[src/hw/rv_isa_pkg.sv]
`default_nettype none

package rv_isa_pkg;

    localparam int xlen        = 32;
    localparam int reg_idx_w   = 5;
    localparam int imem_addr_w = 12;

    typedef logic [xlen-1:0]        word_t;
    typedef logic [reg_idx_w-1:0]   reg_idx_t;
    typedef logic [imem_addr_w-1:0] imem_addr_t;
    // only the low bits of src2 take part in a shift
    typedef logic [4:0]             shamt_t;

    // one code per decoded instruction class
    typedef enum logic [4:0] {
        op_nop,
        op_add, op_sub, op_slt, op_sltu,
        op_xor, op_or, op_and,
        op_sll, op_srl, op_sra,
        op_lui, op_auipc,
        op_jal, op_jalr,
        op_beq, op_bne, op_blt, op_bge, op_bltu, op_bgeu,
        op_lb, op_lh, op_lw, op_lbu, op_lhu,
        op_sb, op_sh, op_sw
    } ex_op_t;

    // issue request from the decoder
    typedef struct packed {
        ex_op_t   op;
        word_t    src1;
        word_t    src2;
        // branch or store offset
        word_t    imm;
        word_t    pc;
        reg_idx_t wb_addr;
        logic     wb_en;
    } ex_req_t;

endpackage

`default_nettype wire

[src/hw/ex_mem_pkg.sv]
`default_nettype none

package ex_mem_pkg;

    localparam int sram_addr_size = 13;
    // bank code sits right above the sram offset
    localparam int sram_sel_lsb   = 13;
    localparam int sram_sel_size  = 2;

    typedef logic [sram_addr_size-1:0] sram_addr_t;

    typedef enum logic [sram_sel_size-1:0] {
        sel_iram = 2'b00,
        sel_oram = 2'b01,
        sel_wram = 2'b10,
        sel_none = 2'b11
    } sram_sel_t;

    typedef enum logic [3:0] {
        mem_none,
        mem_lb, mem_lh, mem_lw, mem_lbu, mem_lhu,
        mem_sb, mem_sh, mem_sw
    } mem_op_t;

    // request handed to the load/store unit
    typedef struct packed {
        mem_op_t              mem_op;
        sram_sel_t            sram_sel;
        sram_addr_t           sram_addr;
        rv_isa_pkg::word_t    st_data;
        rv_isa_pkg::reg_idx_t wb_addr;
        rv_isa_pkg::word_t    wb_data;
        logic                 wb_en;
    } lsu_req_t;

endpackage

`default_nettype wire

[src/hw/ex_redirect.sv]
`default_nettype none

module ex_redirect (
    input  wire logic                clk,
    input  wire logic                rst_n,
    input  wire logic                req_vld,
    input  wire rv_isa_pkg::ex_req_t req,
    input  wire logic                lsu_rdy,
    output logic                     accept,
    output logic                     is_branch,
    output logic                     br_vld,
    output rv_isa_pkg::imem_addr_t   br_addr
);

    logic              is_jal;
    logic              is_jalr;
    logic              taken;
    logic              lt_s;
    logic              lt_u;
    logic              eq;
    logic              br_vld_nxt;
    rv_isa_pkg::word_t target;

    // squash whatever is presented while a redirect is out
    assign accept = req_vld & lsu_rdy & ~br_vld;

    assign is_jal    = (req.op == rv_isa_pkg::op_jal);
    assign is_jalr   = (req.op == rv_isa_pkg::op_jalr);
    assign is_branch = (req.op == rv_isa_pkg::op_beq)
                     | (req.op == rv_isa_pkg::op_bne)
                     | (req.op == rv_isa_pkg::op_blt)
                     | (req.op == rv_isa_pkg::op_bge)
                     | (req.op == rv_isa_pkg::op_bltu)
                     | (req.op == rv_isa_pkg::op_bgeu);

    assign eq   = (req.src1 == req.src2);
    assign lt_s = ($signed(req.src1) < $signed(req.src2));
    assign lt_u = (req.src1 < req.src2);

    always_comb begin
        case (req.op)
            rv_isa_pkg::op_beq:  taken = eq;
            rv_isa_pkg::op_bne:  taken = ~eq;
            rv_isa_pkg::op_blt:  taken = lt_s;
            rv_isa_pkg::op_bge:  taken = ~lt_s;
            rv_isa_pkg::op_bltu: taken = lt_u;
            rv_isa_pkg::op_bgeu: taken = ~lt_u;
            default:             taken = 1'b0;
        endcase
    end

    // jal offset arrives on src2, branch offset on imm
    always_comb begin
        if (is_jal) begin
            target = req.pc + req.src2;
        end else if (is_jalr) begin
            target = req.src1 + req.src2;
        end else begin
            target = req.pc + req.imm;
        end
    end

    assign br_vld_nxt = accept & (taken | is_jal | is_jalr);

    always_ff @(posedge clk) begin
        if (!rst_n) begin
            br_vld <= 1'b0;
        end else begin
            br_vld <= br_vld_nxt;
        end
    end

    always_ff @(posedge clk) begin
        if (accept) begin
            br_addr <= target[rv_isa_pkg::imem_addr_w-1:0];
        end
    end

endmodule

`default_nettype wire

[src/hw/ex_int_alu.sv]
`default_nettype none

module ex_int_alu (
    input  wire rv_isa_pkg::ex_req_t req,
    output rv_isa_pkg::word_t        result
);

    rv_isa_pkg::shamt_t shamt;
    rv_isa_pkg::word_t  sum;
    rv_isa_pkg::word_t  diff;
    rv_isa_pkg::word_t  link;
    logic               lt_s;
    logic               lt_u;

    assign shamt = req.src2[4:0];
    assign sum   = req.src1 + req.src2;
    assign diff  = req.src1 - req.src2;
    // return address for jal/jalr
    assign link  = req.pc + 32'd4;
    assign lt_s  = ($signed(req.src1) < $signed(req.src2));
    assign lt_u  = (req.src1 < req.src2);

    always_comb begin
        case (req.op)
            rv_isa_pkg::op_add: begin
                result = sum;
            end
            rv_isa_pkg::op_sub: begin
                result = diff;
            end
            rv_isa_pkg::op_slt: begin
                result = {{(rv_isa_pkg::xlen-1){1'b0}}, lt_s};
            end
            rv_isa_pkg::op_sltu: begin
                result = {{(rv_isa_pkg::xlen-1){1'b0}}, lt_u};
            end
            rv_isa_pkg::op_xor: begin
                result = req.src1 ^ req.src2;
            end
            rv_isa_pkg::op_or: begin
                result = req.src1 | req.src2;
            end
            rv_isa_pkg::op_and: begin
                result = req.src1 & req.src2;
            end
            rv_isa_pkg::op_sll: begin
                result = req.src1 << shamt;
            end
            rv_isa_pkg::op_srl: begin
                result = req.src1 >> shamt;
            end
            rv_isa_pkg::op_sra: begin
                // sign fill from bit 31
                result = $signed(req.src1) >>> shamt;
            end
            rv_isa_pkg::op_lui: begin
                result = req.src2;
            end
            rv_isa_pkg::op_auipc: begin
                result = req.pc + req.src2;
            end
            rv_isa_pkg::op_jal, rv_isa_pkg::op_jalr: begin
                result = link;
            end
            default: begin
                result = '0;
            end
        endcase
    end

endmodule

`default_nettype wire

[src/hw/ex_lsu_addr.sv]
`default_nettype none

module ex_lsu_addr (
    input  wire rv_isa_pkg::ex_req_t req,
    output ex_mem_pkg::mem_op_t      mem_op,
    output ex_mem_pkg::sram_sel_t    sram_sel,
    output ex_mem_pkg::sram_addr_t   sram_addr
);

    logic              is_store;
    rv_isa_pkg::word_t addr;

    always_comb begin
        case (req.op)
            rv_isa_pkg::op_lb:  mem_op = ex_mem_pkg::mem_lb;
            rv_isa_pkg::op_lh:  mem_op = ex_mem_pkg::mem_lh;
            rv_isa_pkg::op_lw:  mem_op = ex_mem_pkg::mem_lw;
            rv_isa_pkg::op_lbu: mem_op = ex_mem_pkg::mem_lbu;
            rv_isa_pkg::op_lhu: mem_op = ex_mem_pkg::mem_lhu;
            rv_isa_pkg::op_sb:  mem_op = ex_mem_pkg::mem_sb;
            rv_isa_pkg::op_sh:  mem_op = ex_mem_pkg::mem_sh;
            rv_isa_pkg::op_sw:  mem_op = ex_mem_pkg::mem_sw;
            default:            mem_op = ex_mem_pkg::mem_none;
        endcase
    end

    assign is_store = (mem_op == ex_mem_pkg::mem_sb)
                    | (mem_op == ex_mem_pkg::mem_sh)
                    | (mem_op == ex_mem_pkg::mem_sw);

    // loads take the offset on src2, stores on imm
    assign addr = req.src1 + (is_store ? req.imm : req.src2);

    always_comb begin
        if (mem_op == ex_mem_pkg::mem_none) begin
            sram_sel  = ex_mem_pkg::sel_none;
            sram_addr = '0;
        end else begin
            sram_sel  = ex_mem_pkg::sram_sel_t'(
                addr[ex_mem_pkg::sram_sel_lsb +: ex_mem_pkg::sram_sel_size]);
            sram_addr = addr[ex_mem_pkg::sram_addr_size-1:0];
        end
    end

endmodule

`default_nettype wire

[src/hw/ex_lsu_reg.sv]
`default_nettype none

module ex_lsu_reg (
    input  wire logic                 clk,
    input  wire logic                 rst_n,
    input  wire logic                 accept,
    input  wire logic                 is_branch,
    input  wire logic                 lsu_rdy,
    input  wire ex_mem_pkg::lsu_req_t next_req,
    output logic                      lsu_vld,
    output ex_mem_pkg::lsu_req_t      lsu_req
);

    logic                 vld_q;
    logic                 wb_en_q;
    logic                 vld_nxt;
    logic                 wb_en_nxt;
    ex_mem_pkg::lsu_req_t data_q;

    // branches end here, everything else goes on to the lsu
    assign vld_nxt   = (accept & ~is_branch) | (vld_q & ~lsu_rdy);
    assign wb_en_nxt = (accept & ~is_branch & next_req.wb_en) | (wb_en_q & ~lsu_rdy);

    always_ff @(posedge clk) begin
        if (!rst_n) begin
            vld_q   <= 1'b0;
            wb_en_q <= 1'b0;
        end else begin
            vld_q   <= vld_nxt;
            wb_en_q <= wb_en_nxt;
        end
    end

    // accept needs lsu_rdy, so a stalled entry is never overwritten
    always_ff @(posedge clk) begin
        if (accept) begin
            data_q <= next_req;
        end
    end

    always_comb begin
        lsu_req       = data_q;
        lsu_req.wb_en = wb_en_q;
    end

    assign lsu_vld = vld_q;

endmodule

`default_nettype wire

[src/hw/ex_stage.sv]
`default_nettype none

module ex_stage (
    input  wire logic                   clk,
    input  wire logic                   rst_n,
    // decoder side
    input  wire logic                   req_vld,
    input  wire rv_isa_pkg::ex_req_t    req,
    output logic                        idu_rdy,
    output logic                        wb_vld,
    output rv_isa_pkg::reg_idx_t        wb_addr,
    output rv_isa_pkg::word_t           wb_data,
    output logic                        ld_vld,
    output logic                        flush,
    // fetch side
    output logic                        br_vld,
    output rv_isa_pkg::imem_addr_t      br_addr,
    // load/store unit
    input  wire logic                   lsu_rdy,
    output logic                        lsu_vld,
    output ex_mem_pkg::lsu_req_t        lsu_req
);

    logic                   accept;
    logic                   is_branch;
    rv_isa_pkg::word_t      alu_result;
    ex_mem_pkg::mem_op_t    mem_op;
    ex_mem_pkg::sram_sel_t  sram_sel;
    ex_mem_pkg::sram_addr_t sram_addr;
    ex_mem_pkg::lsu_req_t   next_req;

    ex_redirect u_redirect (
        .clk       (clk),
        .rst_n     (rst_n),
        .req_vld   (req_vld),
        .req       (req),
        .lsu_rdy   (lsu_rdy),
        .accept    (accept),
        .is_branch (is_branch),
        .br_vld    (br_vld),
        .br_addr   (br_addr)
    );

    ex_int_alu u_int_alu (
        .req    (req),
        .result (alu_result)
    );

    ex_lsu_addr u_lsu_addr (
        .req       (req),
        .mem_op    (mem_op),
        .sram_sel  (sram_sel),
        .sram_addr (sram_addr)
    );

    // loads and stores carry a zero result from the alu
    assign next_req.mem_op    = mem_op;
    assign next_req.sram_sel  = sram_sel;
    assign next_req.sram_addr = sram_addr;
    assign next_req.st_data   = req.src2;
    assign next_req.wb_addr   = req.wb_addr;
    assign next_req.wb_data   = alu_result;
    assign next_req.wb_en     = req.wb_en;

    ex_lsu_reg u_lsu_reg (
        .clk       (clk),
        .rst_n     (rst_n),
        .accept    (accept),
        .is_branch (is_branch),
        .lsu_rdy   (lsu_rdy),
        .next_req  (next_req),
        .lsu_vld   (lsu_vld),
        .lsu_req   (lsu_req)
    );

    assign idu_rdy = lsu_rdy;
    assign flush   = br_vld;

    // same-cycle writeback to the decoder
    assign wb_vld  = accept & req.wb_en;
    assign wb_addr = req.wb_addr;
    assign wb_data = alu_result;

    // raw op decode, not qualified by valid
    assign ld_vld = (mem_op == ex_mem_pkg::mem_lb)
                  | (mem_op == ex_mem_pkg::mem_lh)
                  | (mem_op == ex_mem_pkg::mem_lw)
                  | (mem_op == ex_mem_pkg::mem_lbu)
                  | (mem_op == ex_mem_pkg::mem_lhu);

endmodule

`default_nettype wire

[config.mk]
export PLATFORM = sky130hd
export DESIGN_NAME = ex_stage
export DESIGN_NICKNAME = d
export VERILOG_FILES = /design/src/hw/rv_isa_pkg.sv /design/src/hw/ex_mem_pkg.sv /design/src/hw/ex_redirect.sv /design/src/hw/ex_int_alu.sv /design/src/hw/ex_lsu_addr.sv /design/src/hw/ex_lsu_reg.sv /design/src/hw/ex_stage.sv
export SDC_FILE = /design/constraint.sdc
export NUM_CORES = 1
export LEC_CHECK = 0
export BUFFER_PORTS_ARGS = -buffer_cell sky130_fd_sc_hd__buf_2
export CAP_MARGIN = 20
export CORE_MARGIN = 5
export CORE_UTILIZATION = 45
export CTS_CLUSTER_DIAMETER = 100
export DETAILED_ROUTE_END_ITERATION = 16
export GPL_TIMING_DRIVEN = 0
export PLACE_DENSITY = 0.69
export RECOVER_POWER = 100
export SLEW_MARGIN = 10
export SYNTH_ARGS = -nofsm -noshare
export SYNTH_HDL_FRONTEND = slang
export SYNTH_SLANG_ARGS = --single-unit
[constraint.sdc]
create_clock -name clk -period 8.2 [get_ports clk]
set_input_delay 1.64 -clock clk [delete_from_list [all_inputs] [get_ports clk]]
set_output_delay 1.64 -clock clk [all_outputs]
set_load 0.01 [all_outputs]
Word level (Yosys, flattened, before mapping)
Memory sizes are Yosys's and may differ from the RTL's.
Cells that the tools add are included.
- add/subtract/negate cells: 6
- $lt $le $gt $ge: 2
- equal/unequal tests: 29
- shifts and indexed selects: 3
- multiplexer cells: 5
- bitwise operators: 32
- reduce and logical (&&, ||, !) cells: 2
- operator list (kind ; number):
    32-bit case mux with 13 select lines ; 1
    32-bit adder ; 2
    32-bit less-than comparator ; 2
    5-bit by 4-bit equality test with 1-bit output (second input constant) ; 8
    32-bit by 3-bit adder with 32-bit output (second input constant) ; 1
    32-bit AND ; 1
    32-bit equality test ; 1
    32-bit OR ; 1
    32-bit by 5-bit << shifter with 32-bit output ; 1
    32-bit by 5-bit right shift with 32-bit output ; 1
    32-bit by 5-bit >>> shifter with 32-bit output ; 1
    32-bit subtractor ; 1
    32-bit bitwise XOR ; 1
    5-bit equality test (second input constant) ; 5
    12-bit 2-to-1 mux ; 2
    5-bit by 3-bit equality test with 1-bit output (second input constant) ; 4
    4-bit by 3-bit equality test with 1-bit output (second input constant) ; 4
    15-bit adder ; 1
    15-bit 2-to-1 mux ; 1
    1-bit OR ; 15
    12-bit adder ; 1
    5-bit by 2-bit equality test with 1-bit output (second input constant) ; 2
    1-bit AND ; 8
    4-bit by 2-bit equality test with 1-bit output (second input constant) ; 2
    7 further kinds ; 12
- register bits: 103
- ROM bits: 128
- bits of input ports: 143
- logic and storage cells: 90
- memories: 1
- memories (name ; depth ; bits a word ; rd ports ; clocked after memory_dff ; write ports ; line ; source):
    (name not given) ; 32 ; 4 ; 1 ; 0 ; 0 ; ex_lsu_addr.sv:14 ; case (req.op)

Longest topological paths before layout
Gate-level depths: netlist of run 1.
- depth after elaboration: 10
- mapped depth: 18
- mapped depth without buffers: 16

Cells and area by module
Synthesis of run 1 repeated with hierarchy kept, for this count alone.
- cells, all modules: 2166
- area, all modules: 17413.0 µm²
- modules (own cells, without submodules) (module ; times used ; cells each ; area an instance (µm²) ; seq. area each (µm²)):
    ex_int_alu ; 1 ; 1542 ; 10485.1 ; 0.0
    ex_redirect ; 1 ; 369 ; 2975.4 ; 380.4
    ex_lsu_reg ; 1 ; 97 ; 2741.4 ; 2682.6
    ex_lsu_addr ; 1 ; 148 ; 1139.8 ; 0.0
    ex_stage ; 1 ; 10 ; 71.3 ; 0.0

Least setup slack after synthesis of run 1
OpenSTA, ideal clock, no wires.
- path kind: input port to output port
- start point: input port lsu_rdy
- end point: output port wb_vld
- data arrival time: 6.493 ns
- required time: 6.560 ns
- slack: 0.067 ns
- cell stages on the path: 3
- path buffers: 0
- cells stage by stage: nand2_1 > nor2_1 > and2_1
- longest elaborated chain between the ends: 3
- ends and longest elaborated chain (element ; line ; source):
    from (decl) ; ex_stage.sv:19 ; input wire logic lsu_rdy,
    1-bit AND (2 in a row) ; ex_redirect.sv:25 ; assign accept = req_vld & lsu_rdy & ~br_vld;
    net accept ; ex_stage.sv:24 ; logic accept;
    1-bit AND ; ex_stage.sv:80 ; assign wb_vld = accept & req.wb_en;
    to (decl) ; ex_stage.sv:10 ; output logic wb_vld,
The timed path passes the listed nets, and every way through them passes these cells.

Worst setup path after layout of run 1
- start point: input port req[73] in the netlist's numbering
- end point: output port wb_data[0]
- longest elaborated chain between the ends: 2
- elaborated cells between the ends (all ways): 6
- ends and longest elaborated chain (element ; line ; source):
    from (decl) ; ex_stage.sv:8 ; input wire rv_isa_pkg::ex_req_t req,
    32-bit less-than comparator, or another cell as far along ; ex_int_alu.sv:21 ; assign lt_u = (req.src1 < req.src2);
    32-bit case mux with 13 select lines * ; ex_int_alu.sv:24 ; case (req.op)
    to (decl) ; ex_stage.sv:12 ; output rv_isa_pkg::word_t wb_data,
Mark *: on every way between the ends. The rest lies on a longest branch, timed or not.

==> results.sh, run 1 <==
export IMPL_status="finished with violations"
export IMPL_violations="capacitance limit, slew limit"
export IMPL_synth_xor_xnor_area_share_pct=5.076
export IMPL_grt_total_usage_pct=41.96
export IMPL_netlist_top_cells_area="edfxtp_1 18%, ha_1 12%, mux4_2 7.6%"
export IMPL_fp_dieH_um=200.9
export IMPL_synth_edff_count=100
export IMPL_cts_sinks=103
export IMPL_numPortBuffers=267
export IMPL_grt_pass1_vias=18960
export IMPL_syn_cell_area_mm2=0.01639
export IMPL_rsz0062_at_grt="no"
export IMPL_min_period_over_period_pct=99.47
export IMPL_fmax_ghz=0.1226
export IMPL_synthSimpleGateAreaFrac_pct=18.21
export IMPL_fin_hold_ws_ps=585.1
export IMPL_die_x_um=200.9
export IMPL_cts_htree_levels=3
export IMPL_vias=19680
export IMPL_synth_seq_area_share_pct=18.69
export IMPL_row_count=70
export IMPL_ys_ff_latch=103
export IMPL_grt_remaining_overflow=0
export IMPL_wl_per_cell_um=31.74
export IMPL_place_congestion=1.106
export IMPL_maxSlewViolCount=91
export IMPL_drt_iter0_drc=2727
export IMPL_synth_adder_area_share_pct=12.37
export IMPL_synthDistinctLibCells=91
export IMPL_synth_largest_area_cell="edfxtp_1"
export IMPL_irDropWorstVdd_mv=0.1178
export IMPL_end_kind="output pin"
export IMPL_synth_top_family_by_area="compound AO/OA/AOI/OAI gates"
export IMPL_dp_hpwl_mm=70.77
export IMPL_antenna_found_initial=4
export IMPL_dp_cells=2785
export IMPL_r2r_start="u_redirect.br_vld"
export IMPL_synth_cells=2046
export IMPL_syn_nets=2348
export IMPL_ant_nets=0
export IMPL_grt_first_pass_wirelength_mm=127.3
export IMPL_p_per_area_mw_per_mm2=124.7
export IMPL_ioPinCount=287
export IMPL_core_mm2=0.03626
export IMPL_final_min_clock_period_ps=8157
export IMPL_wl_mm=88.87
export IMPL_synth_ff_type="edfxtp_1"
export IMPL_place_area_mm2=0.01841
export IMPL_path_max_fanout=29
export IMPL_async_flop_share_pct=0
export IMPL_worstPathRequired_ps=6560
export IMPL_cts_buffer_depth=2
export IMPL_startpoint="req[73]"
export IMPL_worstSkewPairLatency_ps=400
export IMPL_hold_violations=0
export IMPL_worstMarginPinSlew_ps=1854
export IMPL_start_kind="input port"
export IMPL_muxShareOfSynthArea_pct=11.18
export IMPL_final_area_mm2=0.01847
export IMPL_r2r_slack_ps=3790
export IMPL_die_area_mm2=0.04034
export IMPL_drive_gt1_share_pct=10.55
export IMPL_avgSynthCellArea_um2=8.011
export IMPL_fin_cells=2800
export IMPL_crit_path_end="wb_data[0]"
export IMPL_ctsHoldBuffers=0
export IMPL_setup_viol=0
export IMPL_final_nets=2628
export IMPL_synth_commonest_cells="192 x nor2_1, 178 x nand2_1, 165 x a21oi_1"
export IMPL_min_path_type="register to register"
export IMPL_drc=0
export IMPL_grt_max_degree=35
export IMPL_tns_ps=0
export IMPL_rr_worst_depth=3
export IMPL_start_util_pct=45.20
export IMPL_numCtsBuffers=9
export IMPL_synth_compound_area_share_pct=28.40
export IMPL_cts_root_buf="clkbuf_16"
export IMPL_pre_cts_ws_ps=-758.7
export IMPL_path_class="input port to output pin"
export IMPL_cts_tree="yes"
export IMPL_viasPerCell=7.030
export IMPL_clk_pin_slew_ps=80
export IMPL_r2r_end="u_redirect.br_addr[3]"
export IMPL_leakagePower_nw=7.329
export IMPL_worst_slack_ps=43.33
export IMPL_cp_arrival_ps=6520
export IMPL_drv_cap=3
export IMPL_yosysMostFrequentCell="nor2_1"
export IMPL_yosys_area_top_type_share_pct=18.32
export IMPL_synth_warnings=0
export IMPL_fin_skew_ps=11.31
export IMPL_synthToLayoutAreaGrowth_pct=12.66
export IMPL_maxSlewHeadroom_pct=-23.57
export IMPL_dr_pass1_iters=8
## cell usage in the layout (no fill, tap or decap), types with 25 or more instances in the layout
cell and count:
a21oi_1 165, mux2i_1 48, nand2_1 178, xnor2_1 56
nor3_1 55, buf_2 118, a221oi_1 34, o21ai_0 139
ha_1 154, a211oi_1 25, a21o_1 39, xor2_1 39
clkbuf_1 266, nand3_1 45, edfxtp_1 100, nor2_1 192
o211ai_1 46, mux4_2 55, inv_1 107
## worst max-delay path: stages
cell and delay, ps:
clkbuf_1 300, clkbuf_1 570, inv_2 510, ha_1 420, buf_2 200, or4_4 510
o211ai_2 130, nand2_2 160, o311a_4 450, a221oi_4 550, a21bo_1 350, a21oi_1 140
mux2i_1 340, buf_2 200
## cells by family after synthesis
family,after synthesis
AO/OA/AOI/OAI,695
XOR/XNOR,95
adder cells (fa/ha/maj),159
buffers and inverters,246
flip-flops,103
multiplexers,113
AND/OR/NAND/NOR,635
## cell type report
class                      instances  area [µm²]
antenna                            1       2.502
buffer                           129       558.0
clock buffer                       9       225.2
clock inverter                     7       95.09
fill                            3621       17790
inverter                         112       424.2
multi-input combinational       1697       12350
sequential                       103        3063
tap                              468       585.6
timing repair buffer             274        1162
## through the flow
step | utilization, % | total power (W)
global placement | 50.50 | 0.001775
CTS | 51.67 | 0.002286
detailed placement | 50.76 | 0.001784
floorplan | - | 0.001351
global route | 50.92 | 0.002395
finish | 50.92 | 0.002303
## per-layer routing
layer	vias to the layer above	GRT usage, %	share of wire, %
li1	8321	-	-
met2	1616	65.87	44
met1	9345	51.79	37
met3	396	10.61	11
met4	6	25.98	8.0
met5	-	0	0.043
## report_power, final
group / switching [W] / internal [W]
Clock: 0.000253 / 0.000247
Combinational: 0.000784 / 0.000393
Sequential: 0.00000698 / 0.000618
Total: 0.00104 / 0.00126
## repair_timing
item / CTS / global route
pin swaps: 0 / 0
endpoints found under the setup margin: 16 / 7
setup buffers: 0 / 0
resized for setup: 4 / 2
## flip-flops by register name, indices dropped and copies added (netlist names)
signal / count
u_lsu_reg.wb_en_q: 1
u_lsu_reg.lsu_req: 88
u_lsu_reg.lsu_vld: 1
u_redirect.br_vld: 1
u_redirect.br_addr: 12
## how the worst min path moves through the flow
stage                           start           endpoint  depth (start not counted)
floorplan           u_lsu_reg.wb_en_q  u_lsu_reg.wb_en_q                          3
global placement    u_lsu_reg.lsu_vld  u_lsu_reg.lsu_vld                          2
detailed placement  u_lsu_reg.lsu_vld  u_lsu_reg.lsu_vld                          2
CTS                 u_lsu_reg.lsu_vld  u_lsu_reg.lsu_vld                          2
global route        u_lsu_reg.lsu_vld  u_lsu_reg.lsu_vld                          2
finish              u_lsu_reg.lsu_vld  u_lsu_reg.lsu_vld                          2
(Power assumes the default switching activity.)
==> run 2: changes to the inputs <==
Settings changed: PLACE_DENSITY 0.69 to 0.78.
==> results.sh, run 2 (synthesized netlist as in run 1, its figures left out) <==
export IMPL_start_kind="input port"
export IMPL_final_common_cell="clkbuf_1"
export IMPL_crit_path_end="wb_data[29]"
export IMPL_setup_viol=0
export IMPL_drive_gt1_share_pct=10.99
export IMPL_wl_per_cell_um=32.02
export IMPL_rr_worst_depth=3
export IMPL_ioPinCount=287
export IMPL_antenna_found_initial=4
export IMPL_min_period_over_period_pct=99.62
export IMPL_cpMostUsedCell="buf_2"
export IMPL_start_util_pct=45.20
export IMPL_vias=19780
export IMPL_grt_first_pass_wirelength_mm=128.7
export IMPL_cts_root_buf="clkbuf_16"
export IMPL_worstSkewPairLatency_ps=390
export IMPL_numPortBuffers=267
export IMPL_fillers=3642
export IMPL_multiInputGateArea_mm2=0.01236
export IMPL_fin_cells=2808
export IMPL_hold_violations=0
export IMPL_critPathTopFamily="buffers and inverters"
export IMPL_leakagePower_nw=7.346
export IMPL_maxSlewViolCount=86
export IMPL_die_x_um=200.9
export IMPL_p_clk_share_pct=19.7
export IMPL_irDropWorstVdd_mv=0.1105
export IMPL_startpoint="req[72]"
export IMPL_p_per_area_mw_per_mm2=122.1
export IMPL_dp_cells=2790
export IMPL_path_class="input port to output pin"
export IMPL_slowest_delay_ps=650
export IMPL_cts_htree_levels=3
export IMPL_min_path_type="register to register"
export IMPL_synthToLayoutAreaGrowth_pct=12.82
export IMPL_drt_iter0_drc=2755
export IMPL_dr_pass1_iters=8
export IMPL_fin_skew_ps=10.96
export IMPL_maxSlewHeadroom_pct=-24.62
export IMPL_cts_sinks=103
export IMPL_drv_cap=3
export IMPL_layout_common_cells="262 x clkbuf_1, 192 x nor2_1, 178 x nand2_1, 165 x a21oi_1, 154 x ha_1"
export IMPL_die_area_mm2=0.04034
export IMPL_final_nets=2635
export IMPL_path_max_fanout=14
export IMPL_fp_dieH_um=200.9
export IMPL_ant_nets=0
export IMPL_comb_power_share_pct=52.7
export IMPL_tns_ps=0
export IMPL_wl_mm=89.91
export IMPL_final_min_clock_period_ps=8169
export IMPL_violations="capacitance limit, slew limit"
export IMPL_end_kind="output pin"
export IMPL_r2r_slack_ps=3760
export IMPL_dp_hpwl_mm=71.83
export IMPL_fmax_ghz=0.1224
export IMPL_grt_total_usage_pct=42.45
export IMPL_crit_slowest_cell="or4_1"
export IMPL_cts_tree="yes"
export IMPL_status="finished with violations"
export IMPL_viasPerCell=7.043
export IMPL_core_mm2=0.03626
export IMPL_grt_pass1_vias=18850
export IMPL_ctsHoldBuffers=0
export IMPL_numCtsBuffers=9
export IMPL_place_congestion=1.082
export IMPL_largest_register_ffs=88
export IMPL_drc=0
export IMPL_rsz0062_at_grt="no"
export IMPL_p_total_w=0.002258
export IMPL_switchingPower_w=0.001033
export IMPL_grt_remaining_overflow=0
export IMPL_worstPathRequired_ps=6560
export IMPL_clk_pin_slew_ps=80
export IMPL_final_util_pct=51.00
export IMPL_cts_buffer_depth=2
export IMPL_r2r_end="u_lsu_reg.lsu_req[46]"
export IMPL_cp_depth=16
export IMPL_fin_hold_ws_ps=591.9
export IMPL_cp_arrival_ps=6530
export IMPL_layout_area_seq_mm2=0.003063
export IMPL_row_count=70
export IMPL_p_int_w=0.001225
export IMPL_path_buf_inv=7
export IMPL_grt_max_degree=35
export IMPL_power_frac_seq_pct=27.7
export IMPL_cp_cell_sequence="buf_2, clkinvlp_4, buf_2, clkbuf_2, ha_1, buf_2, o211ai_1, o211ai_1, a221oi_2, buf_4, o31ai_2, a31oi_2, o2111ai_1, a21oi_1, or4_1, buf_2"
export IMPL_r2r_start="u_redirect.br_vld"
export IMPL_swShare_pct=45.75
export IMPL_worstMarginPinSlew_ps=1869
## run 2: how the worst min path moves through the flow
| stage | startpoint | to | slack (ps) | cells after the start |
|---|---|---|---|---|
| after floorplan | u_lsu_reg.wb_en_q | u_lsu_reg.wb_en_q | 580 | 3 |
| after global placement | u_lsu_reg.lsu_vld | u_lsu_reg.lsu_vld | 560 | 2 |
| after detailed placement | u_lsu_reg.lsu_vld | u_lsu_reg.lsu_vld | 570 | 2 |
| after CTS | u_lsu_reg.lsu_vld | u_lsu_reg.lsu_vld | 590 | 2 |
| after global routing | u_lsu_reg.lsu_vld | u_lsu_reg.lsu_vld | 660 | 2 |
| final | u_lsu_reg.lsu_vld | u_lsu_reg.lsu_vld | 590 | 2 |
## run 2: power by group through the flow
stage	Combinational (W)	Clock (W)	Sequential (W)
2_1_floorplan	0.000697	0	0.000654
3_3_place_gp	0.00114	0	0.000639
3_5_place_dp	0.00115	0	0.000635
4_1_cts	0.00116	0.000447	0.000623
5_1_grt	0.00125	0.000470	0.000628
6_report	0.00119	0.000444	0.000625
## run 2: stage by stage
step | setup WS (ps) | area [µm²]
after floorplan | 66.76 | 16390
after global placement | -1876 | 18310
after detailed placement | -907.0 | 18450
after CTS | 82.16 | 18740
after global routing | 1.509 | 18490
final | 30.93 | 18490
## run 2: worst reg2reg max path: stages, from the launching register on
cell and delay (ps):
dfxtp_1 340, nor2_1 1230, clkbuf_1 990, clkbuf_1 1430
## run 2: routing by layer
| metal | global-route usage (%) | vias to the layer above | routed length (µm) |
|---|---|---|---|
| met3 | 13.33 | 395 | 11800 |
| met1 | 52.26 | 9407 | 32540 |
| met4 | 26.06 | 6 | 7193 |
| li1 | - | 8331 | - |
| met5 | 0 | - | 42 |
| met2 | 65.00 | 1637 | 38330 |
## run 2: layout make-up
| type | count | area share [%] |
|---|---|---|
| inverter | 112 | 2.294 |
| buffer | 132 | 3.085 |
| sequential | 103 | 16.56 |
| antenna | 2 | 0.02707 |
| tap | 468 | 3.167 |
| clock inverter | 7 | 0.2977 |
| timing repair buffer | 278 | 6.530 |
| clock buffer | 9 | 1.218 |
| multi-input combinational | 1697 | 66.82 |
## run 2: what timing repair did
| action | 4_1_cts | 5_1_grt |
|---|---|---|
| endpoints found under the setup margin | 19 | 4 |
| pin swaps | 0 | 1 |
| resized for setup | 5 | 2 |
| setup buffers | 0 | 2 |
